==> src/issue_params.svh <==
`ifndef ISSUE_PARAMS_SVH
`define ISSUE_PARAMS_SVH

// tag width, tags run 1 .. 2**w-1.
`define ISSUE_TAG_W    4

// operand and result width.
`define ISSUE_DATA_W   32

// one station entry per tag, entry 0 unused.
`define ISSUE_RS_N     16

// dispatch queue depth.
`define ISSUE_DQ_DEPTH 4

// result queue depth.
`define ISSUE_RQ_DEPTH 4

`endif

==> src/issue_pkg.sv <==
`default_nettype none
`include "issue_params.svh"

package issue_pkg;

    typedef enum logic [3:0] {
        ADD  = 4'd0,
        SUB  = 4'd1,
        AND  = 4'd2,
        OR   = 4'd3,
        XOR  = 4'd4,
        SLL  = 4'd5,
        SRL  = 4'd6,
        SLT  = 4'd7,
        ADDI = 4'd8,
        XORI = 4'd9
    } alu_op_t;

    // renamed instruction from dispatch.
    typedef struct packed {
        alu_op_t                  op;
        logic [31:0]              pc;
        logic [`ISSUE_DATA_W-1:0] imm;
        logic [`ISSUE_TAG_W-1:0]  rd_tag;
        logic [`ISSUE_TAG_W-1:0]  rs1_tag;   // 0 means rs1_data is valid.
        logic [`ISSUE_DATA_W-1:0] rs1_data;
        logic [`ISSUE_TAG_W-1:0]  rs2_tag;
        logic [`ISSUE_DATA_W-1:0] rs2_data;
    } dispatch_t;

    // instruction with both operands resolved.
    typedef struct packed {
        alu_op_t                  op;
        logic [`ISSUE_DATA_W-1:0] imm;
        logic [`ISSUE_TAG_W-1:0]  rd_tag;
        logic [`ISSUE_DATA_W-1:0] rs1_data;
        logic [`ISSUE_DATA_W-1:0] rs2_data;
    } issue_t;

    // result broadcast.
    typedef struct packed {
        logic [`ISSUE_TAG_W-1:0]  tag;
        logic [`ISSUE_DATA_W-1:0] data;
    } cdb_t;

endpackage

`default_nettype wire

==> src/alu_unit.sv <==
`timescale 1ns/100ps
`default_nettype none
`include "issue_params.svh"

module alu_unit import issue_pkg::*; (
    input  wire         clk,
    input  wire         rst,
    input  wire         flush,
    input  wire         issue_valid,
    input  wire issue_t issue,
    output logic        alu_valid,
    output cdb_t        alu_cdb
);

    localparam int DW = `ISSUE_DATA_W;

    logic [DW-1:0] op_a;
    logic [DW-1:0] op_b;
    logic [4:0]    shamt;
    logic [DW-1:0] result;

    assign op_a  = issue.rs1_data;
    // immediate forms replace operand 2.
    assign op_b  = (issue.op == ADDI || issue.op == XORI) ? issue.imm : issue.rs2_data;
    assign shamt = op_b[4:0];

    always_comb begin
        case (issue.op)
            ADD,
            ADDI:    result = op_a + op_b;
            SUB:     result = op_a - op_b;
            AND:     result = op_a & op_b;
            OR:      result = op_a | op_b;
            XOR,
            XORI:    result = op_a ^ op_b;
            SLL:     result = op_a << shamt;
            SRL:     result = op_a >> shamt;
            SLT:     result = {{(DW-1){1'b0}}, $signed(op_a) < $signed(op_b)};
            default: result = '0;
        endcase
    end

    always_ff @(posedge clk) begin
        if (rst || flush) begin
            alu_valid <= 1'b0;
        end else begin
            alu_valid <= issue_valid;
        end
    end

    always_ff @(posedge clk) begin
        alu_cdb.tag  <= issue.rd_tag;
        alu_cdb.data <= result;
    end

    // results always carry a real tag.
    a_cdb_tag: assert property (@(posedge clk) disable iff (rst || flush)
        alu_valid |-> alu_cdb.tag != '0);

endmodule

`default_nettype wire

==> config.mk <==
export PLATFORM = sky130hd
export DESIGN_NAME = alu_unit
export DESIGN_NICKNAME = d
export VERILOG_FILES = /design/src/issue_pkg.sv /design/src/alu_unit.sv
export VERILOG_INCLUDE_DIRS = /design/src /design/src/src
export SDC_FILE = /design/constraint.sdc
export NUM_CORES = 1
export LEC_CHECK = 0
export ABC_AREA = 1
export BUFFER_PORTS_ARGS = -buffer_cell sky130_fd_sc_hd__buf_2
export CAP_MARGIN = 0
export CORE_MARGIN = 3
export CORE_UTILIZATION = 50
export CTS_BUF_LIST = sky130_fd_sc_hd__clkbuf_4
export CTS_CLUSTER_SIZE = 8
export DETAILED_ROUTE_END_ITERATION = 7
export PLACE_DENSITY_LB_ADDON = 0.2
export SYNTH_ARGS = -nofsm -noshare
export SYNTH_HDL_FRONTEND = slang
export SYNTH_SLANG_ARGS = --single-unit
export TNS_END_PERCENT = 100
==> constraint.sdc <==
create_clock -name clk -period 7.8 [get_ports clk]
set_input_delay 0.39 -clock clk [delete_from_list [all_inputs] [get_ports clk]]
set_output_delay 0.39 -clock clk [all_outputs]
set_load 0.02 [all_outputs]
## Word level (Yosys, flattened, before mapping)

Index checks and enable logic that the tools add are counted.

| word-level totals | value |
|---|---|
| output and inout bits | 37 |
| register bits after elaboration | 37 |
| bits of input ports | 108 |
| logic and storage cells | 27 |

| operators by class | value |
|---|---|
| multiplexer cells | 2 |
| order comparisons | 1 |
| equal/unequal tests | 9 |
| shift operators | 2 |
| bitwise operators | 3 |
| reductions and logical operators | 5 |
| $add $sub $neg | 2 |

Operators with widths:

| kind | count |
|---|---|
| $pmux W32 S8 | 1 |
| $add A32 B32 Y32 | 1 |
| $and A32 B32 Y32 | 1 |
| $lt A32 B32 Y1 | 1 |
| $mux W32 | 1 |
| $or A32 B32 Y32 | 1 |
| $shl A32 B5 Y32 | 1 |
| $shr A32 B5 Y32 | 1 |
| $sub A32 B32 Y32 | 1 |
| $xor A32 B32 Y32 | 1 |
| $eq A4 B3 Y1 const B | 4 |
| $eq A4 B2 Y1 const B | 2 |
| $eq A4 B4 Y1 const B | 2 |
| $eq A4 B1 Y1 const B | 1 |
| $logic_not A4 Y1 | 1 |
| $reduce_or A2 Y1 | 2 |
| $logic_or A1 B1 Y1 | 2 |

## Logic depth before layout (Yosys ltp)

| logic depth | value |
|---|---|
| depth after elaboration | 5 |
| gate-level depth with buffers | 25 |
| gate-level depth less buffers | 23 |

## Least setup slack after synthesis

No wires, ideal clock.

| timing path | value |
|---|---|
| path type | input to register |
| start | input port issue[103] in the netlist's numbering |
| end | register alu_cdb[0] in the netlist's numbering |
| path slack | 4.855 ns |
| stages on the path | 18 |
| data required time | 7.687 ns |
| buffers on the path | 4 |
| data arrival time | 2.832 ns |
| setup time | 0.113 ns |
| path through | buf_2 -> nand2_4 -> buf_6 -> clkbuf_1 -> nand2_1 -> o21ai_0 -> inv_1 -> ha_1 -> buf_2 -> inv_1 -> a21oi_1 -> o21ai_0 -> a21boi_0 -> nor2_1 -> a211oi_1 -> nand3_1 -> nand3_1 -> nand2_1 |

| on the way | value |
|---|---|
| cells in the longest elaborated chain, start to end | 5 |
| elaborated cells on any way between the ends | 23 |
| classes of those cells | 2 x add/sub; 1 x order compare; 9 x eq/ne; 2 x shift; 2 x mux; 3 x bitwise; 4 x reduce/logical |

RTL lines:

| what | line | RTL |
|---|---|---|
| from (decl) | alu_unit.sv:10 | `input wire issue_t issue,` |
| $eq A4 B4 Y1 | alu_unit.sv:24, alu_unit.sv:28 |  |
| $logic_or A1 B1 Y1 | alu_unit.sv:24 | `assign op_b = (issue.op == ADDI \|\| issue.op == XORI) ? issue.imm : issue.rs2_data;` |
| $mux W32 | alu_unit.sv:24 |  |
| $sub A32 B32 Y32 (tied with other cells) | alu_unit.sv:31 | `SUB: result = op_a - op_b;` |
| $pmux W32 S8 * | alu_unit.sv:28 | `case (issue.op)` |
| net result[0] | alu_unit.sv:20 | `logic [DW-1:0] result;` |
| to (decl) | alu_unit.sv:12 | `output cdb_t alu_cdb` |

Mark *: on every way through the listed nets, which the timed path passes. The rest lies on a longest branch.
A chain may end at the register's enable or synchronous reset.

## Worst setup path after layout

| timing path | value |
|---|---|
| start | input port issue[101] in the netlist's numbering |
| end | register alu_cdb[9] in the netlist's numbering |

| on the way | value |
|---|---|
| cells in the longest elaborated chain, start to end | 5 |
| elaborated cells on any way between the ends | 22 |
| classes of those cells | 2 x add/sub; 9 x eq/ne; 2 x shift; 2 x mux; 3 x bitwise; 4 x reduce/logical |

RTL lines:

| what | line |
|---|---|
| $eq A4 B4 Y1 | alu_unit.sv:24, alu_unit.sv:28 |
| $logic_or A1 B1 Y1 | alu_unit.sv:24 |
| $mux W32 | alu_unit.sv:24 |
| $sub A32 B32 Y32 (tied with other cells) | alu_unit.sv:31 |
| $pmux W32 S8 * | alu_unit.sv:28 |
| net result[9] | alu_unit.sv:20 |

Marks and branches as above.

==> results.py <==
metrics = {
    "logic_synthesis": {
        "synthAdderAreaFrac_pct": 12.4,
        "synthXorXnorAreaFrac_pct": 0.351,
        "synthSimpleGateAreaFrac_pct": 45.6,
        "muxShareOfSynthArea_pct": 0.301,
        "ys_ff_latch": 37,
        "ys_seq_area_share_pct": 7.43,
        "synth_cell_types": 47,
        "syn_avg_cell_area_um2": 5.23,
        "ys.warnings.count": 0,
        "synth.cell_area_um2": 9970,
        "synthCells": 1906,
        "syn_nets": 2112,
        "synth_top_family_by_area": "simple AND/OR/NAND/NOR gates",
        "synth_compound_area_share_pct": 20.2,
    },
    "cells_and_area": {
        "instances_no_fill": 2247,
        "nets": 2186,
        "area_growth_pct": 7.61,
        "drive_gt1_share_pct": 9.39,
        "postLayoutCellArea_um2": 10700,
    },
    "timing": {
        "fmax_mhz": 274,
        "setup_viol": 0,
        "post-route-period-util_pct": 46.8,
        "hold_viol": 0,
        "tightest_slew_ns": 1.03,
        "tns_ns": 0,
        "period_minus_slack_ns": 3.65,
        "timing_max_transition_violations_final": 0,
        "whs_ns": 0.0668,
        "grt_setup_unrepaired": "false",
        "slew_headroom_pct": 31.4,
    },
    "power": {
        "ir_worst_vdd_v": 0.0000666,
        "p_leak_uw": 0.00580,
        "powerDensity_nw_per_um2": 116,
        "p_int_uw": 502,
        "clkPwrFrac_pct": 10.2,
        "comb_power_share_pct": 71.6,
        "finalPower_uw": 1240,
        "switching_share_pct": 59.6,
        "seqPwrFrac_pct": 18.2,
        "p_sw_uw": 740,
    },
    "global_routing": {
        "grt_max_degree": 74,
        "grt_pass1_vias": 12000,
        "grt_usage_pct": 40.8,
        "grt_pass1_wl_um": 68900,
        "globalRouteOverflowTotal": 0,
        "antenna_found_initial": 1,
    },
    "clocking": {
        "cts_tree": "yes",
        "postCtsHoldBufs": 0,
        "numCtsBuffers": 5,
        "cts_resized": 0,
        "clockRootBuffer": "clkbuf_4",
        "htreeDepth": 2,
        "cts_sinks": 37,
        "post_cts.repair.setup_buffers": 0,
        "cts_buffer_depth": 2,
        "path_clk_slew_ns": 0.15,
    },
    "route": {
        "drc": 0,
        "dr.pass1.iters": 6,
        "ant_nets": 0,
        "wirelength_um": 46200,
        "wl_per_cell_um": 20.6,
        "vias": 13500,
        "dr.first_iter.drc_count": 1832,
        "vias_per_cell": 6.00,
    },
    "floorplanning": {
        "row_count": 51,
        "fp.dieW_um": 147,
        "start_util_pct": 51.1,
        "dieArea_um2": 21700,
        "coreArea_um2": 19500,
        "io_pins": 145,
        "fp.dieH_um": 147,
    },
    "worst_setup_path": {
        "start_kind": "input port",
        "end_kind": "flop",
        "worst-setup-path-type": "input port to flop",
        "arrival_ns": 3.91,
        "worstPathRequired_ns": 8.06,
        "critPathMaxFanout": 70,
    },
    "job": {
        "max-cap-violations": 0,
    },
    "place": {
        "dpl.cell_count": 2238,
        "port_buffers": 144,
        "placed_cell_area_um2": 10700,
        "dp.final_hpwl_um": 37800,
        "gp_congestion": 1.06,
    },
    "min_path": {
        "hp-class": "input port to flop",
    },
    "run_status": {
        "status": "finished clean",
    },
}
[worst max-delay path, stage by stage]
cell,delay [ns]
buf_2,0.12
nor2_4,0.21
nand2_4,0.36
nand2_1,0.25
nand2_2,0.05
buf_4,0.33
ha_1,0.29
inv_1,0.09
nand2_1,0.15
nand2_1,0.09
nand2_1,0.17
nand2_1,0.17
nand2_2,0.11
nand2_1,0.08
nand2_1,0.14
o21ai_0,0.71
nand4_1,0.15
[power by group through the flow]
stage / registers, uW / logic (uW) / clock network (uW)
floorplan: 260 / 552 / 0
global placement: 231 / 850 / 0
detailed placement: 230 / 853 / 0
CTS: 226 / 856 / 127
global route: 228 / 966 / 130
finish: 227 / 890 / 126
[worst paths after layout]
check             startpoint           to  slack [ns]  cells past startpoint
setup / recovery  issue[101]   alu_cdb[9]        4.15                     17
hold / removal     issue[66]  alu_cdb[34]        0.07                      1
[logic make-up after synthesis]
| group | after synthesis |
|---|---|
| compound gates | 364 |
| xor+xnor | 4 |
| fa+ha+maj | 98 |
| buf+inv | 339 |
| flops | 37 |
| mux | 3 |
| simple gates | 1061 |
[cell usage after synthesis, drive strengths merged]
| master | n | area, um^2 |
|---|---|---|
| inv | 250 | 938 |
| clkinv | 1 | 3.75 |
| xnor2 | 2 | 17.5 |
| fa | 1 | 20.0 |
| nor3 | 21 | 105 |
| a21oi | 143 | 716 |
| o21ai | 149 | 757 |
| nand3 | 295 | 1490 |
| nor2 | 176 | 676 |
| ha | 97 | 1210 |
| or2 | 4 | 25.0 |
| buf | 57 | 314 |
| nand2 | 529 | 2010 |
| a21boi | 5 | 37.5 |
| a22oi | 1 | 7.51 |
| nand4 | 26 | 163 |
| a22o | 1 | 8.76 |
| a21o | 1 | 7.51 |
| o2111ai | 2 | 17.5 |
| a211oi | 5 | 37.5 |
| nand3b | 9 | 67.6 |
| clkbuf | 31 | 116 |
| o22ai | 15 | 93.8 |
| o221ai | 3 | 26.3 |
| dfxtp | 37 | 741 |
| o21bai | 7 | 52.6 |
| mux2i | 3 | 30.0 |
| o21a | 7 | 52.6 |
| a311oi | 1 | 8.76 |
| xor2 | 2 | 17.5 |
| a221oi | 6 | 52.6 |
| o211ai | 11 | 82.6 |
| a31oi | 7 | 58.8 |
| nor3b | 1 | 7.51 |
[flip-flops by register name (all words and copies together), names as in the netlist]
signal     flops
alu_cdb       36
alu_valid      1
[metal layers]
metal,vias to the layer above,global-route usage [%],routed length (um)
met1,6125,57.5,19900
met4,0,13.1,1770
met3,113,7.50,4840
met5,-,0,0
met2,809,63.2,19600
li1,6426,-,-
[final cells by class]
class                      instances  area, um^2
antenna                            1        2.50
clock buffer                       5        37.5
clock inverter                     3        12.5
fill                            2159        8790
inverter                         251         942
multi-input combinational       1530        7860
sequential                        37         741
tap                              265         332
timing repair buffer             155         803
[per-stage QoR]
step / setup WS, ns / util, %
global placement: 3.86 / 54.7
global route: 3.65 / 55.0
finish: 4.15 / 55.0
floorplan: 4.85 / -
detailed placement: 3.77 / 54.7
CTS: 4.23 / 55.0
[cell usage in the layout, fill, tap and decap left out, types with 9 or more instances in the layout]
cell type,count
o22ai_1,15
a21oi_1,143
nor3_1,21
nand2_1,520
nand4_1,26
o21ai_1,19
o211ai_1,11
dfxtp_1,37
buf_2,144
nand3b_1,9
ha_1,97
buf_4,11
nor2_1,172
inv_1,246
nand3_1,292
o21ai_0,129
Note: power is estimated with default switching activity, not from simulation.
