--- src/payload_fifo.sv ---
`timescale 1ns/100ps
`default_nettype none

module payload_fifo #(
    parameter type T     = logic [7:0],
    parameter int  DEPTH = 4
) (
    input  wire                           clk,
    input  wire                           rst,
    input  wire                           flush,
    input  wire                           push,
    input  wire T                         push_data,
    output logic                          full,
    input  wire                           pop,
    output T                              pop_data,
    output logic                          empty,
    output logic [$clog2(DEPTH+1)-1:0]    level
);

    localparam int PW = (DEPTH > 1) ? $clog2(DEPTH) : 1;
    localparam int LW = $clog2(DEPTH + 1);

    T              mem [DEPTH];
    logic [PW-1:0] wr_ptr;
    logic [PW-1:0] rd_ptr;
    logic [LW-1:0] count;
    logic          do_push;
    logic          do_pop;

    assign do_push  = push && !full;
    assign do_pop   = pop && !empty;
    assign full     = (count == LW'(DEPTH));
    assign empty    = (count == '0);
    assign level    = count;
    assign pop_data = mem[rd_ptr];

    always_ff @(posedge clk) begin
        if (rst || flush) begin
            wr_ptr <= '0;
            rd_ptr <= '0;
            count  <= '0;
        end else begin
            if (do_push) begin
                wr_ptr <= (wr_ptr == PW'(DEPTH - 1)) ? '0 : wr_ptr + 1'b1;
            end
            if (do_pop) begin
                rd_ptr <= (rd_ptr == PW'(DEPTH - 1)) ? '0 : rd_ptr + 1'b1;
            end
            case ({do_push, do_pop})
                2'b10:   count <= count + 1'b1;
                2'b01:   count <= count - 1'b1;
                default: count <= count;
            endcase
        end
    end

    always_ff @(posedge clk) begin
        if (do_push) begin
            mem[wr_ptr] <= push_data;
        end
    end

    a_no_overflow: assert property (@(posedge clk) disable iff (rst)
        !(push && full));

    a_no_underflow: assert property (@(posedge clk) disable iff (rst)
        !(pop && empty));

endmodule

`default_nettype wire

--- config.mk ---
export PLATFORM = sky130hd
export DESIGN_NAME = payload_fifo
export DESIGN_NICKNAME = d
export VERILOG_FILES = /design/src/payload_fifo.sv
export SDC_FILE = /design/constraint.sdc
export NUM_CORES = 1
export LEC_CHECK = 0
export ABC_CLOCK_PERIOD_IN_PS = 3000
export BUFFER_PORTS_ARGS = -buffer_cell sky130_fd_sc_hd__buf_2
export CORE_ASPECT_RATIO = 2
export CORE_MARGIN = 1
export CORE_UTILIZATION = 50
export DETAILED_ROUTE_END_ITERATION = 7
export MAX_ROUTING_LAYER = met4
export PLACE_DENSITY_LB_ADDON = 0.12
export RECOVER_POWER = 25
export SYNTH_ARGS = -nofsm -noshare
export SYNTH_HDL_FRONTEND = slang
export SYNTH_SLANG_ARGS = --single-unit
export TNS_END_PERCENT = 50
--- constraint.sdc ---
create_clock -name clk -period 3 [get_ports clk]
set_input_delay 0.3 -clock clk [delete_from_list [all_inputs] [get_ports clk]]
set_output_delay 0.3 -clock clk [all_outputs]
set_load 0.005 [all_outputs]
### Yosys cells after proc, flatten, opt, wreduce, memory -nomap -nowiden

Memories as Yosys holds them, arrays and structs flattened. A register that Yosys moved wholly into a read port is not among the register bits.
Index checks and enable logic that the tools add are counted.

| operators by class | value |
|---|---|
| add/sub/neg operators | 4 |
| mux-type cells | 7 |
| reductions and logical operators | 7 |
| eq/ne operators | 5 |

Operator list:

| operator | number |
|---|---|
| 2-to-1 mux 2 bit | 4 |
| == test 2 bit (second input constant) | 3 |
| one-hot mux 3 bit (2 select lines) | 1 |
| adder 2 x 1 -> 2 bit (second input constant) | 2 |
| adder 3 x 1 -> 3 bit (second input constant) | 1 |
| == test 3 bit (second input constant) | 1 |
| logical NOT 3 bit | 1 |
| subtractor 3 x 1 -> 3 bit (second input constant) | 1 |
| == test 2 x 1 -> 1 bit (second input constant) | 1 |
| logical AND 1 bit | 2 |
| logical NOT 1 bit | 2 |
| 2-to-1 mux 1 bit | 2 |
| nonzero test 2 bit | 1 |
| logical OR 1 bit | 1 |

| word-level totals | value |
|---|---|
| bits of input ports | 13 |
| memory bits (writable) | 32 |
| bits in registers | 7 |
| memories kept | 1 |
| output and inout port bits | 13 |

Memory list:

| name | words | bits a word | read ports | clocked after Yosys merged registers in | write ports | line | text |
|---|---|---|---|---|---|---|---|
| mem | 4 | 8 | 1 | 1 | 1 | 23 | `T mem [DEPTH];` |

### Longest topological paths before layout

Gate-level depths: netlist of the first run.

| logic depth | value |
|---|---|
| word-level depth | 5 |
| depth in mapped cells | 10 |

### Worst setup path after synthesis of the first run

Ideal clock, no wire load.

| timing | value |
|---|---|
| path kind | register to register |
| from | register count[2], in the netlist level[2] |
| to | register count[2], in the netlist level[2] |
| arrival | 2.328 ns |
| clock period less this slack | 2.398 ns |
| slack | 0.602 ns |
| data required time | 2.930 ns |
| cell stages (with the launch flop) | 11 |
| cells stage by stage | dfxtp_1 or3b_1 clkbuf_2 and2_4 inv_1 ha_1 inv_1 fa_1 xor2_1 or3_2 a21oi_1 |

| on the way | value |
|---|---|
| longest elaborated chain between the ends | 5 |
| elaborated cells between the ends (all ways) | 12 |
| classes of those cells | 2 x add/sub; 3 x eq/ne; 1 x mux; 6 x reduce/logical |

Ends and longest elaborated chain:

| element | line | text |
|---|---|---|
| from (decl) | 26 | `logic [LW-1:0] count;` |
| from (signal assigned) | 50 | `2'b10: count <= count + 1'b1;` |
| from (signal assigned) | 51 | `2'b01: count <= count - 1'b1;` |
| from (signal assigned) | 52 | `default: count <= count;` |
| == test 3 bit or logical NOT 3 bit (tied branches) | 32, 33 |  |
| logical NOT 1 bit, on equally long branches | 30, 31 |  |
| logical AND 1 bit, on equally long branches | 30, 31 |  |
| == test 2 x 1 -> 1 bit or == test 2 bit (tied branches) | 49 | `case ({do_push, do_pop})` |
| one-hot mux 3 bit (2 select lines) or nonzero test 2 bit (tied branches) | n/a |  |

Parallel ways exist; a longest one is shown, timed or not.
A chain may end at the register's enable or synchronous reset.

### Worst setup path after layout of the first run

Ends and elaborated chain as after synthesis.

==> run metrics, run 1 <==
Placed Cells 150; initial core utilization ~52%; post-synth cell types 26; Root Driver clkbuf_8; EDFF count, synth 32; DP Wirelength about 1900 um; count of state elements after synthesis ~40; Top Family by Delay on Critical Path simple AND/OR/NAND/NOR gates; top cell type's share of synthesized area 58.0%; Final Non-Filler Cells approximately 160; CTS tree yes; critical-path cell list or3b_1 -> and2_4 -> inv_1 -> ha_1 -> inv_1 -> fa_1 -> xor2_1 -> or3_2 -> a21oi_1; via count 870; fmax slightly below 0.4 GHz; CTS Buffer Depth 2; post-DR wirelength/cell roughly 17 um; Post-Synthesis Cells a little under 100; first-pass GRT wire length between 4000 and 5000 um; CTS Buf Count 5; remaining antenna violation count 0; clock slew at reported path FFs ~70 ps; Die H between 80 and 90 um; Setup Viol. Count Final 0; CP startpoint kind flop; largest cells by area after synthesis edfxtp_1 58%, dfxtp_1 11%, mux4_2 11%; cell with the most instances after synthesis edfxtp_1; leakage power ~0.00069 uW; Slew headroom between 60 and 70%; nets about 150; Die Span X ~43 um; Worst-Margin Slew roughly 540 ps; antenna cells 0; RSZ-0062 raised after global routing false; Residual DRC 0; slowest library cell on the worst path or3b_1; Buffers on Ports 25; synthesized area per cell 16.9 um2; Hold Vio Cnt, Final 0; Rows 29; initial antenna violation count 0; top_reg_cell synth edfxtp_1; die area about 3600 um2; area grow syn2layout 13.4%; Slew Viols, Final 0; share of layout cells above drive strength 1 between 30% and 40%; CTS hold repair buffers 0; Crit path largest cell delay ~480 ps; clk_lat worst skew 280 ps; syn_nets 118; Top Ports 26; vias per cell between 5 and 6; CP arrival about 2800 ps; power per cell area approximately 550 nW/um2; sequential element share of the synthesized area between 60% and 70%; min-delay worst type in2reg; Crit. End Element flop; number of global-route vias before repair between 900 and 1,000; period utilization 85.4%; pin count of the biggest net entering global routing 13; Mapped Area between 1500 and 2000 um2; Sink Count 41; # Post-CTS Setup Buffers 0; final wirelength around 2600 um; GRT Overall Usage between 10% and 20%; Max IR drop VDD approximately 0.51 mV; FILL cells 263; post-layout min period around 2600 ps; Setup TNS 0 ps; Setup Skew ~3.5 ps; GPL Wtd Cong 0.671; final core occ around 59%; Buf/Inv on CP 2; Synth warnings 0; maxcap violations 0; critical setup path kind reg2reg; Placeable Area about 3200 um2; area leader, netlist edfxtp_1; crit-path most repeated cell inv_1; post-CTS sizing 0; total gr overflow 0; Req. time, crit path around 3200 ps; Synth top cells by count 32 x edfxtp_1, 9 x dfxtp_1, 8 x inv_1, 8 x mux4_2, 6 x ha_1; First DRT Iteration DRCs 15; fraction of registers with async set or reset after synthesis 0%; drt first pass iters 2; htree depth 2; outcome finished clean; Worst Path Max Fanout 8
kinds of logic (layout without fill, tap and decap cells):
group	count (synthesis)	in the layout	share of synthesized area (%)
compound gates	8	8	3.48
xor+xnor	2	2	1.06
fa+ha+maj	7	7	5.74
buf+inv	12	41	2.87
flops	41	41	68.9
mux	8	8	10.9
simple gates	20	20	7.03
worst register-to-register path, stage by stage (launching register included):
cell     delay, ps
dfxtp_1        410
or3b_1         480
and2_4         220
inv_1           60
ha_1           170
inv_1           60
fa_1           370
xor2_1         160
or3_2          410
a21oi_1        160
per-stage QoR:
step	hold slack [ps]	total power (uW)	area (um2)	setup slack (ps)
after floorplan	399	683	1660	602
after global placement	478	712	1800	543
after global routing	232	1080	1880	288
after detailed placement	511	715	1800	448
final	239	1040	1880	437
after CTS	225	1050	1880	427
per-layer routing:
layer | wire length, um | GRT usage [%]
met1 | 1000 | 16.9
met3 | 86 | 5.22
met5 | 0 | -
met2 | 1490 | 30.6
met4 | 57 | 7.67
cell usage in the layout, fill, tap and decap left out:
cell,instances
nor2_1,5
clkbuf_1,7
nand3_1,1
mux4_2,8
xor2_1,2
and3_2,4
clkbuf_8,5
or3b_1,1
nor3_1,1
fa_1,1
buf_2,19
or3_2,1
o31ai_1,1
a21oi_1,3
nand2_1,2
clkinv_2,2
o21ai_0,2
o31ai_2,2
and2_4,1
dfxtp_1,9
nand4_1,2
inv_1,8
or3_1,1
ha_1,6
edfxtp_1,32
or2_2,1
power breakdown:
part	internal (uW)	total (uW)	switching (uW)
sequential	626	634	7.18
clock	161	339	178
combinational	32.1	66.1	34.0
cell type report:
type	count	area (um2)	area share [%]
sequential	41	1140	60.8
multi-input combinational	45	467	24.9
timing repair buffer	25	118	6.27
clock buffer	6	72.6	3.87
tap	31	38.8	2.07
inverter	8	30.0	1.60
clock inverter	2	10.0	0.533
flip-flops by register name (all words and copies together) (netlist names), named ones only:
signal  flops
level       3
wr_ptr      2
rd_ptr      2
mem        32
final timing paths:
check	startpoint	end	slack, ps	cells past startpoint
setup / recovery	level[2]$_SDFFE_PP0P_	level[2]$_SDFFE_PP0P_	440	9
hold / removal	push_data[4]	mem[3][4]$_DFFE_PP_	240	1
setup reg to reg	level[2]$_SDFFE_PP0P_	level[2]$_SDFFE_PP0P_	440	9
hold reg to reg	rd_ptr[0]$_SDFFE_PP0P_	flop	530	2
No activity file was read; power rests on OpenSTA's default activity.
==> run 2: changes to the inputs <==
CAP_MARGIN = 40   (was default)
CTS_BUF_LIST = sky130_fd_sc_hd__clkbuf_16   (was default)
==> run 2 against run 1 <==
Effect of this change: non-clock buffer count stayed put; maximum frequency rose by 0.49%; via count grew 1.6%; design area is 3.0% higher; sequential share of layout area decreased by 1.8 points; worst hold slack better by 5.7 ps; cell count unchanged; total power grew 15%; critical path depth is the same; register-to-register slack about the same; clock-buffer cell count down 1; critical path type unchanged; highest routed layer unchanged.
==> run metrics, run 2 (synthesis results as in run 1) <==
power per cell area around 620 nW/um2; Buffers on Ports 25; fmax just under 0.4 GHz; GRT Overall Usage a little under a fifth; first-pass GRT wire length about 4600 um; Logic pwr share 5.5%; clk_lat worst skew roughly 270 ps; Seq pwr share 53.0%; Setup Viol. Count Final 0; worst r2r path cells 9; RSZ-0062 raised after global routing false; post-layout min period ~2600 ps; Sink Count between 40 and 50; Critical Path End level[2]$_SDFFE_PP0P_; antenna cells 0; Setup Skew between 2 and 2.5 ps; maxcap violations 0; switching part of the total 19.7%; htree depth 2; critical setup path kind reg2reg; final wirelength around 2700 um; most frequent cells in the layout 32 x edfxtp_1, 19 x buf_2, 9 x inv_1, 9 x dfxtp_1, 8 x mux4_2; remaining antenna violation count 0; CP startpoint kind flop; design internal power 961 uW; switching power approximately 240 uW; number of global-route vias before repair just under 1,000; final core occ between 60% and 70%; Placeable Area 3160 um2; critical hold path startpoint push_data[4]; Setup TNS 0 ps; period utilization between 80% and 90%; Hold WS between 200 and 250 ps; Rows 29; initial antenna violation count 0; FF-to-FF Start level[2]$_SDFFE_PP0P_; most flop-heavy register mem; nets ~150; CP startpoint level[2]$_SDFFE_PP0P_; Worst Path Max Fanout 8; Placed Cells 150; min-delay worst type in2reg; CTS Buffer Depth 2; DP Wirelength roughly 1900 um; drt first pass iters 3; Max IR drop VDD between 0.4 and 0.5 mV; outcome finished clean; Slew headroom 63.4%; Post-DP Area between 1500 and 2000 um2; Die Span X 42.7 um; Root Driver clkbuf_16; Crit. End Element flop; CTS hold repair buffers 0; Top Ports 26; Slew Viols, Final 0; Reg-to-Reg End level[2]$_SDFFE_PP0P_; vias per cell 5.59; die area ~3600 um2; post-DR wirelength/cell about 17 um; CTS Buf Count 5; via count 884; Worst-Margin Slew around 550 ps; Residual DRC 0; # Post-CTS Setup Buffers 0; CP arrival about 2800 ps; most common cell after layout, fill and taps aside edfxtp_1; share of layout cells above drive strength 1 33.9%; Req. time, crit path 3200 ps; leakage power around 0.00072 uW; Reg2Reg Setup Slack roughly 450 ps; GPL Wtd Cong approximately 0.67; Die H 83.4 um; post-CTS sizing 0; initial core utilization 52.4%; total gr overflow 0; First DRT Iteration DRCs 16; pin count of the biggest net entering global routing 13; CTS tree yes; Hold Vio Cnt, Final 0; clock slew at reported path FFs approximately 60 ps; post-route cell area 1930 um2; part of the power in the clock network between 40% and 50%; Final Non-Filler Cells 158; area grow syn2layout 16.8%; max FFs per register 32
-- run 2: changes by cell type in the layout (fill, tap and decap cells not counted), sizes merged --
cell    delta
clkbuf     -1
inv        +1
-- run 2: layout make-up --
class / instances / area, um2
Timing Repair Buffer: 25 / 118
Tap cell: 31 / 38.8
Clock buffer: 5 / 125
Inverter: 8 / 30.0
Multi-Input combinational cell: 45 / 467
Sequential cell: 41 / 1140
Clock inverter: 3 / 13.8
Fill cell: 257 / 1220
-- run 2: worst max-delay path: stages, from the launching register on --
cell and delay [ps]:
dfxtp_1 400, or3b_1 480, and2_4 220, inv_1 60
ha_1 170, inv_1 60, fa_1 370, xor2_1 160
or3_2 410, a21oi_1 160
-- run 2: metal layers --
metal  track usage, %  wire, um  vias to the layer above
li1                 -         -                      424
met1             18.7      1040                      437
met2             31.4      1530                       19
met3             5.22        88                        4
met4             8.52        56                        0
met5                -         0                        -
-- run 2: power groups by stage --
stage,logic (uW),clock network [uW],registers [uW]
floorplan,39.4,0,644
global placement,66.2,0,646
detailed placement,68.4,0,647
CTS,68.9,509,635
global route,73.9,528,637
finish,66.3,496,635
-- run 2: worst min path at each step --
stage,endpoint,depth (start not counted)
6_report,mem[3][4]$_DFFE_PP_,1
5_1_grt,mem[3][5]$_DFFE_PP_,1
4_1_cts,mem[2][7]$_DFFE_PP_,1
3_5_place_dp,flop,2
3_3_place_gp,rd_ptr[0]$_SDFFE_PP0P_,2
2_1_floorplan,mem[0][0]$_DFFE_PP_,0
-- run 2: through the flow --
stage                     power, uW  worst slack [ps]
final                          1200               449
after global routing           1240               293
after CTS                      1210               430
after detailed placement        715               448
after global placement          712               543
after floorplan                 683               602
