File: src/issue_params.svh
`ifndef ISSUE_PARAMS_SVH
`define ISSUE_PARAMS_SVH

// tag width, tags run 1 .. 2**w-1.
`define ISSUE_TAG_W    4

// operand and result width.
`define ISSUE_DATA_W   32

// one station entry per tag, entry 0 unused.
`define ISSUE_RS_N     16

// dispatch queue depth.
`define ISSUE_DQ_DEPTH 4

// result queue depth.
`define ISSUE_RQ_DEPTH 4

`endif

File: src/issue_pkg.sv
`default_nettype none
`include "issue_params.svh"

package issue_pkg;

    typedef enum logic [3:0] {
        ADD  = 4'd0,
        SUB  = 4'd1,
        AND  = 4'd2,
        OR   = 4'd3,
        XOR  = 4'd4,
        SLL  = 4'd5,
        SRL  = 4'd6,
        SLT  = 4'd7,
        ADDI = 4'd8,
        XORI = 4'd9
    } alu_op_t;

    // renamed instruction from dispatch.
    typedef struct packed {
        alu_op_t                  op;
        logic [31:0]              pc;
        logic [`ISSUE_DATA_W-1:0] imm;
        logic [`ISSUE_TAG_W-1:0]  rd_tag;
        logic [`ISSUE_TAG_W-1:0]  rs1_tag;   // 0 means rs1_data is valid.
        logic [`ISSUE_DATA_W-1:0] rs1_data;
        logic [`ISSUE_TAG_W-1:0]  rs2_tag;
        logic [`ISSUE_DATA_W-1:0] rs2_data;
    } dispatch_t;

    // instruction with both operands resolved.
    typedef struct packed {
        alu_op_t                  op;
        logic [`ISSUE_DATA_W-1:0] imm;
        logic [`ISSUE_TAG_W-1:0]  rd_tag;
        logic [`ISSUE_DATA_W-1:0] rs1_data;
        logic [`ISSUE_DATA_W-1:0] rs2_data;
    } issue_t;

    // result broadcast.
    typedef struct packed {
        logic [`ISSUE_TAG_W-1:0]  tag;
        logic [`ISSUE_DATA_W-1:0] data;
    } cdb_t;

endpackage

`default_nettype wire

File: src/rs_station.sv
`timescale 1ns/100ps
`default_nettype none
`include "issue_params.svh"

module rs_station import issue_pkg::*; (
    input  wire                                   clk,
    input  wire                                   rst,
    input  wire                                   flush,
    input  wire                                   wr_en,
    input  wire dispatch_t                        wr,
    input  wire                                   bc0_valid,
    input  wire cdb_t                             bc0,
    input  wire                                   bc1_valid,
    input  wire cdb_t                             bc1,
    input  wire [$clog2(`ISSUE_RQ_DEPTH+1)-1:0]   rq_level,
    output logic                                  issue_valid,
    output issue_t                                issue
);

    localparam int N  = `ISSUE_RS_N;
    localparam int TW = `ISSUE_TAG_W;
    localparam int DW = `ISSUE_DATA_W;
    localparam int LW = $clog2(`ISSUE_RQ_DEPTH + 1);

    logic [N-1:0]  occ;
    logic [N-1:0]  rdy1;
    logic [N-1:0]  rdy2;
    alu_op_t       op_q [N];
    logic [DW-1:0] imm_q [N];
    logic [TW-1:0] tag1 [N];
    logic [TW-1:0] tag2 [N];
    logic [DW-1:0] val1 [N];
    logic [DW-1:0] val2 [N];

    logic          wr_rdy1;
    logic          wr_rdy2;
    logic [DW-1:0] wr_val1;
    logic [DW-1:0] wr_val2;

    logic [N-1:0]  can_go;
    logic [TW-1:0] sel;
    logic          sel_found;
    logic [LW:0]   in_flight;
    logic          room;
    logic          do_issue;

    function automatic logic hit(input logic v, input cdb_t b, input logic [TW-1:0] t);
        return v && (b.tag == t);
    endfunction

    // operands of the incoming entry may already be on a broadcast.
    always_comb begin
        wr_rdy1 = (wr.rs1_tag == '0);
        wr_val1 = wr.rs1_data;
        if (!wr_rdy1 && hit(bc0_valid, bc0, wr.rs1_tag)) begin
            wr_rdy1 = 1'b1;
            wr_val1 = bc0.data;
        end else if (!wr_rdy1 && hit(bc1_valid, bc1, wr.rs1_tag)) begin
            wr_rdy1 = 1'b1;
            wr_val1 = bc1.data;
        end
        wr_rdy2 = (wr.rs2_tag == '0);
        wr_val2 = wr.rs2_data;
        if (!wr_rdy2 && hit(bc0_valid, bc0, wr.rs2_tag)) begin
            wr_rdy2 = 1'b1;
            wr_val2 = bc0.data;
        end else if (!wr_rdy2 && hit(bc1_valid, bc1, wr.rs2_tag)) begin
            wr_rdy2 = 1'b1;
            wr_val2 = bc1.data;
        end
    end

    assign can_go = occ & rdy1 & rdy2;

    // lowest ready index wins.
    always_comb begin
        sel       = '0;
        sel_found = 1'b0;
        for (int i = N - 1; i >= 1; i--) begin
            if (can_go[i]) begin
                sel       = TW'(i);
                sel_found = 1'b1;
            end
        end
    end

    // the ALU output and the issue register each still owe the result queue a slot.
    assign in_flight = {1'b0, rq_level} + {{LW{1'b0}}, issue_valid}
                     + {{LW{1'b0}}, bc0_valid};
    assign room      = in_flight < (LW + 1)'(`ISSUE_RQ_DEPTH);
    assign do_issue  = sel_found && room;

    always_ff @(posedge clk) begin
        if (rst || flush) begin
            occ         <= '0;
            rdy1        <= '0;
            rdy2        <= '0;
            issue_valid <= 1'b0;
        end else begin
            for (int i = 1; i < N; i++) begin
                if (occ[i] && (hit(bc0_valid, bc0, tag1[i]) || hit(bc1_valid, bc1, tag1[i]))) begin
                    rdy1[i] <= 1'b1;
                end
                if (occ[i] && (hit(bc0_valid, bc0, tag2[i]) || hit(bc1_valid, bc1, tag2[i]))) begin
                    rdy2[i] <= 1'b1;
                end
            end
            if (wr_en) begin
                occ[wr.rd_tag]  <= 1'b1;
                rdy1[wr.rd_tag] <= wr_rdy1;
                rdy2[wr.rd_tag] <= wr_rdy2;
            end
            if (do_issue) begin
                occ[sel] <= 1'b0;   // freed as it leaves.
            end
            issue_valid <= do_issue;
        end
    end

    always_ff @(posedge clk) begin
        for (int i = 1; i < N; i++) begin
            if (!rdy1[i] && hit(bc0_valid, bc0, tag1[i])) begin
                val1[i] <= bc0.data;
            end else if (!rdy1[i] && hit(bc1_valid, bc1, tag1[i])) begin
                val1[i] <= bc1.data;
            end
            if (!rdy2[i] && hit(bc0_valid, bc0, tag2[i])) begin
                val2[i] <= bc0.data;
            end else if (!rdy2[i] && hit(bc1_valid, bc1, tag2[i])) begin
                val2[i] <= bc1.data;
            end
        end
        if (wr_en) begin
            op_q[wr.rd_tag]  <= wr.op;
            imm_q[wr.rd_tag] <= wr.imm;
            tag1[wr.rd_tag]  <= wr.rs1_tag;
            tag2[wr.rd_tag]  <= wr.rs2_tag;
            val1[wr.rd_tag]  <= wr_val1;
            val2[wr.rd_tag]  <= wr_val2;
        end
        issue.op       <= op_q[sel];
        issue.imm      <= imm_q[sel];
        issue.rd_tag   <= sel;
        issue.rs1_data <= val1[sel];
        issue.rs2_data <= val2[sel];
    end

    a_wr_free: assert property (@(posedge clk) disable iff (rst || flush)
        wr_en |-> !occ[wr.rd_tag]);

    // an entry goes out once and is not picked again on the next cycle.
    a_issue_once: assert property (@(posedge clk) disable iff (rst || flush)
        issue_valid && do_issue |-> sel != issue.rd_tag);

endmodule

`default_nettype wire

File: config.mk
export PLATFORM = sky130hd
export DESIGN_NAME = rs_station
export DESIGN_NICKNAME = d
export VERILOG_FILES = /design/src/issue_pkg.sv /design/src/rs_station.sv
export VERILOG_INCLUDE_DIRS = /design/src /design/src/src
export SDC_FILE = /design/constraint.sdc
export NUM_CORES = 2
export LEC_CHECK = 0
export BUFFER_PORTS_ARGS = -buffer_cell sky130_fd_sc_hd__buf_2
export CORE_MARGIN = 2
export CORE_UTILIZATION = 39
export DETAILED_ROUTE_END_ITERATION = 8
export HOLD_SLACK_MARGIN = 0.1
export PLACE_DENSITY = 0.6
export SYNTH_ARGS = -nofsm -noshare
export SYNTH_HDL_FRONTEND = slang
export SYNTH_SLANG_ARGS = --single-unit
File: constraint.sdc
create_clock -name clk -period 12.2 [get_ports clk]
set_input_delay 1.22 -clock clk [delete_from_list [all_inputs] [get_ports clk]]
set_output_delay 1.22 -clock clk [all_outputs]
set_load 0.03 [all_outputs]
[Word level (Yosys, flattened, before mapping)]
Memory sizes are Yosys's and may differ from the RTL's. A register that Yosys moved wholly into a read port is not among the register bits.
Cells that the tools add are included.
Storage, ports and cells
  register bits: 53
  memory bits (writable): 1728
  output and inout bits: 105
  word-level logic and storage cells: 636
  memories: 6
Memories
  imm_q: depth 16, width 32, read ports 1, clocked after Yosys merged registers in 1, wr ports 1, RTL line rs_station.sv:29  | logic [DW-1:0] imm_q [N];
  val1: depth 16, width 32, read ports 1, clocked after Yosys merged registers in 1, wr ports 16, RTL line rs_station.sv:32  | logic [DW-1:0] val1 [N];
  val2: depth 16, width 32, read ports 1, clocked after Yosys merged registers in 1, wr ports 16, RTL line rs_station.sv:33  | logic [DW-1:0] val2 [N];
  op_q: depth 16, width 4, read ports 1, clocked after Yosys merged registers in 1, wr ports 1, RTL line rs_station.sv:28  | alu_op_t op_q [N];
  tag1: depth 16, width 4, read ports 15, clocked after Yosys merged registers in 0, wr ports 1, RTL line rs_station.sv:30  | logic [TW-1:0] tag1 [N];
  tag2: depth 16, width 4, read ports 15, clocked after Yosys merged registers in 0, wr ports 1, RTL line rs_station.sv:31  | logic [TW-1:0] tag2 [N];
Operators by class
  $add $sub $neg: 2
  order comparisons: 5
  equal/unequal tests: 64
  multiplexer cells: 291
  bitwise gates (word level): 35
  reduce and logical (&&, ||, !) cells: 226
Operators with widths (number)
  2-to-1 mux 32 bit: 34
  == test 4 bit: 64
  2-to-1 mux 1 bit: 233
  logical AND 1 bit: 161
  2-to-1 mux 16 bit: 5
  2-to-1 mux 4 bit: 15
  bitwise AND 16 bit: 3
  bitwise mux 16 bit: 2
  zero test 1 bit: 32
  logical OR 1 bit: 31
  OR 1 bit: 30
  inverter 16 bit: 1
  OR 16 bit: 1
  < comparator 4 x 5 -> 1 bit, second input constant: 2
  demux 1 bit (select 4 bit): 2
  >= comparator 4 x 1 -> 1 bit, second input constant: 2
  zero test 4 bit: 2
  adder 3 x 1 -> 4 bit: 1
  adder 4 x 1 -> 4 bit: 1
  < comparator 4 x 3 -> 1 bit, second input constant: 1

[Depth between registers and ports, before layout]
  depth after elaboration: 24
  mapped depth: 11
  gate-level depth less buffers: 7

[Least setup slack after synthesis]
No wires, ideal clock.
  path kind: input port to flip-flop
  start: in wr[73] in the netlist's numbering
  end: mem imm_q[0][0] in the netlist's numbering (enable)
  library setup time: 0.683 ns
  data arrival time: 8.442 ns
  slack: 3.075 ns
  cell stages on the path: 2
  path through: or3b_2 > nor3_1
RTL lines
  start: declaration: RTL line rs_station.sv:10  | input wire dispatch_t wr,
  end: declaration: RTL line rs_station.sv:29
No word-level cell before the write port.

[Worst setup path in the final report]
  start: reg rdy2[2]
  end: reg issue[103] (netlist name)
On the way
  longest elaborated chain between the ends: 3
Ends and longest elaborated chain
  start: declaration: RTL line rs_station.sv:27  | logic [N-1:0] rdy2;
  start signal: indexed assignment: RTL line rs_station.sv:111  | rdy2[wr.rd_tag] <= wr_rdy2;
  bitwise AND 16 bit: RTL line rs_station.sv:73  | assign can_go = occ & rdy1 & rdy2;
  2-to-1 mux 4 bit (2 in series): RTL line rs_station.sv:80  | if (can_go[i]) begin
Every way passes these cells.
A chain may end at the register's enable or synchronous reset.

==> flow_summary.toml <==
[clock_network]
ctsRootBufferMaster = "clkbuf_16"
numCtsBuffers = 204
ctsResizeCount = 0
clk_pin_slew_worst_paths_ns = 0.06
cts_hold_buf = 0
cts_tree = "built"
clockBufferDepth = 3
h-tree-depth = 4
insertion_delay_ns = 0.92
cts.sinks = 1870
post_cts_buffers = 0

[pwr]
ir_drop_mv = 0.1110
p_leak_uw = 0.04099
power.density_nw_per_um2 = 139.0
total_power_uw = 14470

[sta]
max_freq_mhz = 189.1
tns_ns = 0
period_share_pct = 43.36
relSlewSlack_pct = 7.678
hold_viol_final = 0
fin_crit_ns = 5.289
final_max_slew_viol_count = 0
rsz0062_at_grt = "no"
tightest_slew_ns = 1.385
final.setup_skew_ns = 0.08706
setup_violations = 0

[synthesis]
netlist_instances = 8078
ys_ff_latch = 1870
syn_area_um2 = 93300
synth_xor_area_share_pct = 2.384
yosysSeqAreaShare_pct = 58.58
synth_edf_count = 1720
synthAdderAreaFrac_pct = 0.01341
yosys.area_share.simple_pct = 8.314
yosys_warnings = 0
synthArstFlopShare_pct = 0
synth-compound-area-share_pct = 12.77
synth.area.mux_share_pct = 14.22
synth_top_family_by_area = "multiplexers"
syn_nets = 8304
synthFlopType = "edfxtp_1"
syn_area_per_cell_um2 = 11.55
ys_types = 56

[final_layout]
fin_nets = 8120
drive_gt1_share_pct = 10.72
post-route-cell-area_um2 = 104100
fin_util_pct = 43.76
syn_to_final_growth_pct = 11.55
fin_cells = 11256

[floorplanning]
rows = 179
start_util_pct = 39.23
io_pins = 330
coreArea_um2 = 237900
die_y_um = 493.1
die_x_um = 493.1
die-area_um2 = 243200

[route]
wire_per_inst_um = 29.51
routed_via_density = 6.114
num_vias = 68824
firstDrtPassIters = 8
drt_wl_total_um = 332100
first_iter_violations = 7851
drc = 22
ant_nets = 0

[placement]
port_buffers = 297
hpwl_um = 169900
dpl-instance-area_um2 = 97380
dp.cells = 10854
place_congestion = 0.8370

[outcome]
violations = "DRC"
status = "complete, but fails checks"

[global_route]
grt_antenna_before_repair = 33
grt_pass1_wl_um = 472500
grt_pass1_vias = 67613
grt_start_max_net_pins = 139
grt-ovfl-total = 0
grt_use_total_pct = 26.44

[run]
cap_violations = 0

[critical_path]
crit_fanout = 93
cp-end-kind = "register"
arrival_ns = 6.07
crit_required_ns = 12.98
critPathKind = "register to register"
startpoint_type = "register"

[min_path]
hp-class = "register to register"
power breakdown:
part	leakage (uW)	internal (uW)	switching, uW
Combinational	0.0209	286	760
Clock	0.00320	3390	2750
Sequential	0.0169	7230	51.9
cell type report:
class                           count  area [um2]
Clock inverter                    105        1031
Multi-Input combinational cell   5328       35730
Tap cell                         3167        3963
Fill cell                       21645      133800
Antenna cell                       14       35.03
Timing Repair Buffer              474        2878
Inverter                           16       172.7
Sequential cell                  1870       54650
Clock buffer                      282        5608
per-stage QoR:
stage	worst slack (ns)	hold WS, ns
6_report	6.911	0.4670
5_1_grt	6.612	0.5106
4_1_cts	6.999	0.4513
3_5_place_dp	6.962	0.5052
3_3_place_gp	6.999	0.4929
2_1_floorplan	3.075	0.4707
critical path: stages, from the launching register on:
cell,delay (ns)
dfxtp_1,0.38
nand3_1,0.36
nand3_1,0.53
a2111oi_4,0.72
buf_4,0.77
buf_12,0.59
buf_4,0.87
a22oi_1,0.20
o22ai_1,0.20
or4b_1,0.36
cells in the mapped netlist, drive strengths merged, types with 2 or more instances:
cell type | instances | area, um2
edfxtp | 1720 | 51650
mux2i | 1324 | 13250
nand2 | 1176 | 4422
o21ai | 1125 | 5630
clkbuf | 640 | 2402
nor2 | 296 | 1111
buf | 224 | 1012
a22o | 200 | 1752
a22oi | 200 | 1501
o22ai | 199 | 1245
xor2 | 184 | 1612
dfxtp | 150 | 3003
nand3 | 118 | 590.6
a221oi | 99 | 867.1
or4b | 99 | 991.0
xnor2 | 70 | 613.1
a21oi | 69 | 349.1
nor4 | 61 | 381.6
a211oi | 31 | 232.7
inv | 16 | 60.06
and3 | 10 | 62.56
o221a | 10 | 112.6
nor3 | 8 | 45.04
a31oi | 6 | 37.54
and2 | 5 | 31.28
o211ai | 4 | 30.03
nor3b | 3 | 22.52
o2bb2ai | 3 | 26.28
or2 | 3 | 18.77
a21o | 2 | 15.01
and4 | 2 | 17.52
nand2b | 2 | 12.51
nor2b | 2 | 12.51
o2111ai | 2 | 17.52
o31ai | 2 | 28.78
or4 | 2 | 15.01
routing by layer:
| metal | vias to the layer above | global-route usage [%] | routed length, um |
|---|---|---|---|
| met5 | - | 0 | 108 |
| met4 | 16 | 14.91 | 19710 |
| met3 | 981 | 4.925 | 31590 |
| met2 | 3929 | 42.11 | 152300 |
| met1 | 34208 | 33.89 | 128400 |
| li1 | 29690 | - | - |
sequential cells by signal, summed over array words and instances, names as in the netlist:
signal       cells
imm_q          512
issue          104
issue_valid      1
occ             15
op_q            64
rdy1            15
rdy2            15
tag1            60
tag2            60
val1           512
val2           512
layout by cell type (no fill, tap or decap), types with 172 or more instances in the layout:
cell,count
mux2i_1,1324
xor2_1,184
edfxtp_1,1720
buf_4,172
o21ai_0,1084
buf_2,297
o22ai_1,199
nand2_1,1144
a22o_1,200
nor2_1,294
clkbuf_16,204
a22oi_1,200
cell families (layout without fill, tap and decap cells):
kind of cell | after synthesis | count (layout)
xor+xnor | 254 | 254
other cells | 0 | 14
compound gates | 1958 | 1958
flops | 1870 | 1870
fa+ha+maj | 1 | 1
mux | 1325 | 1325
buf+inv | 880 | 877
simple gates | 1790 | 1790
worst paths after layout:
path / from / endpoint / slack [ns] / depth (start not counted)
max: rdy2[2] / issue[103] / 6.91 / 9
min: occ[7] / rdy2[7] / 0.47 / 2
max reg2reg: rdy2[2] / issue[103] / 6.91 / 9
min reg2reg: occ[7] / rdy2[7] / 0.47 / 2
Power figures use the tool's default switching activity.
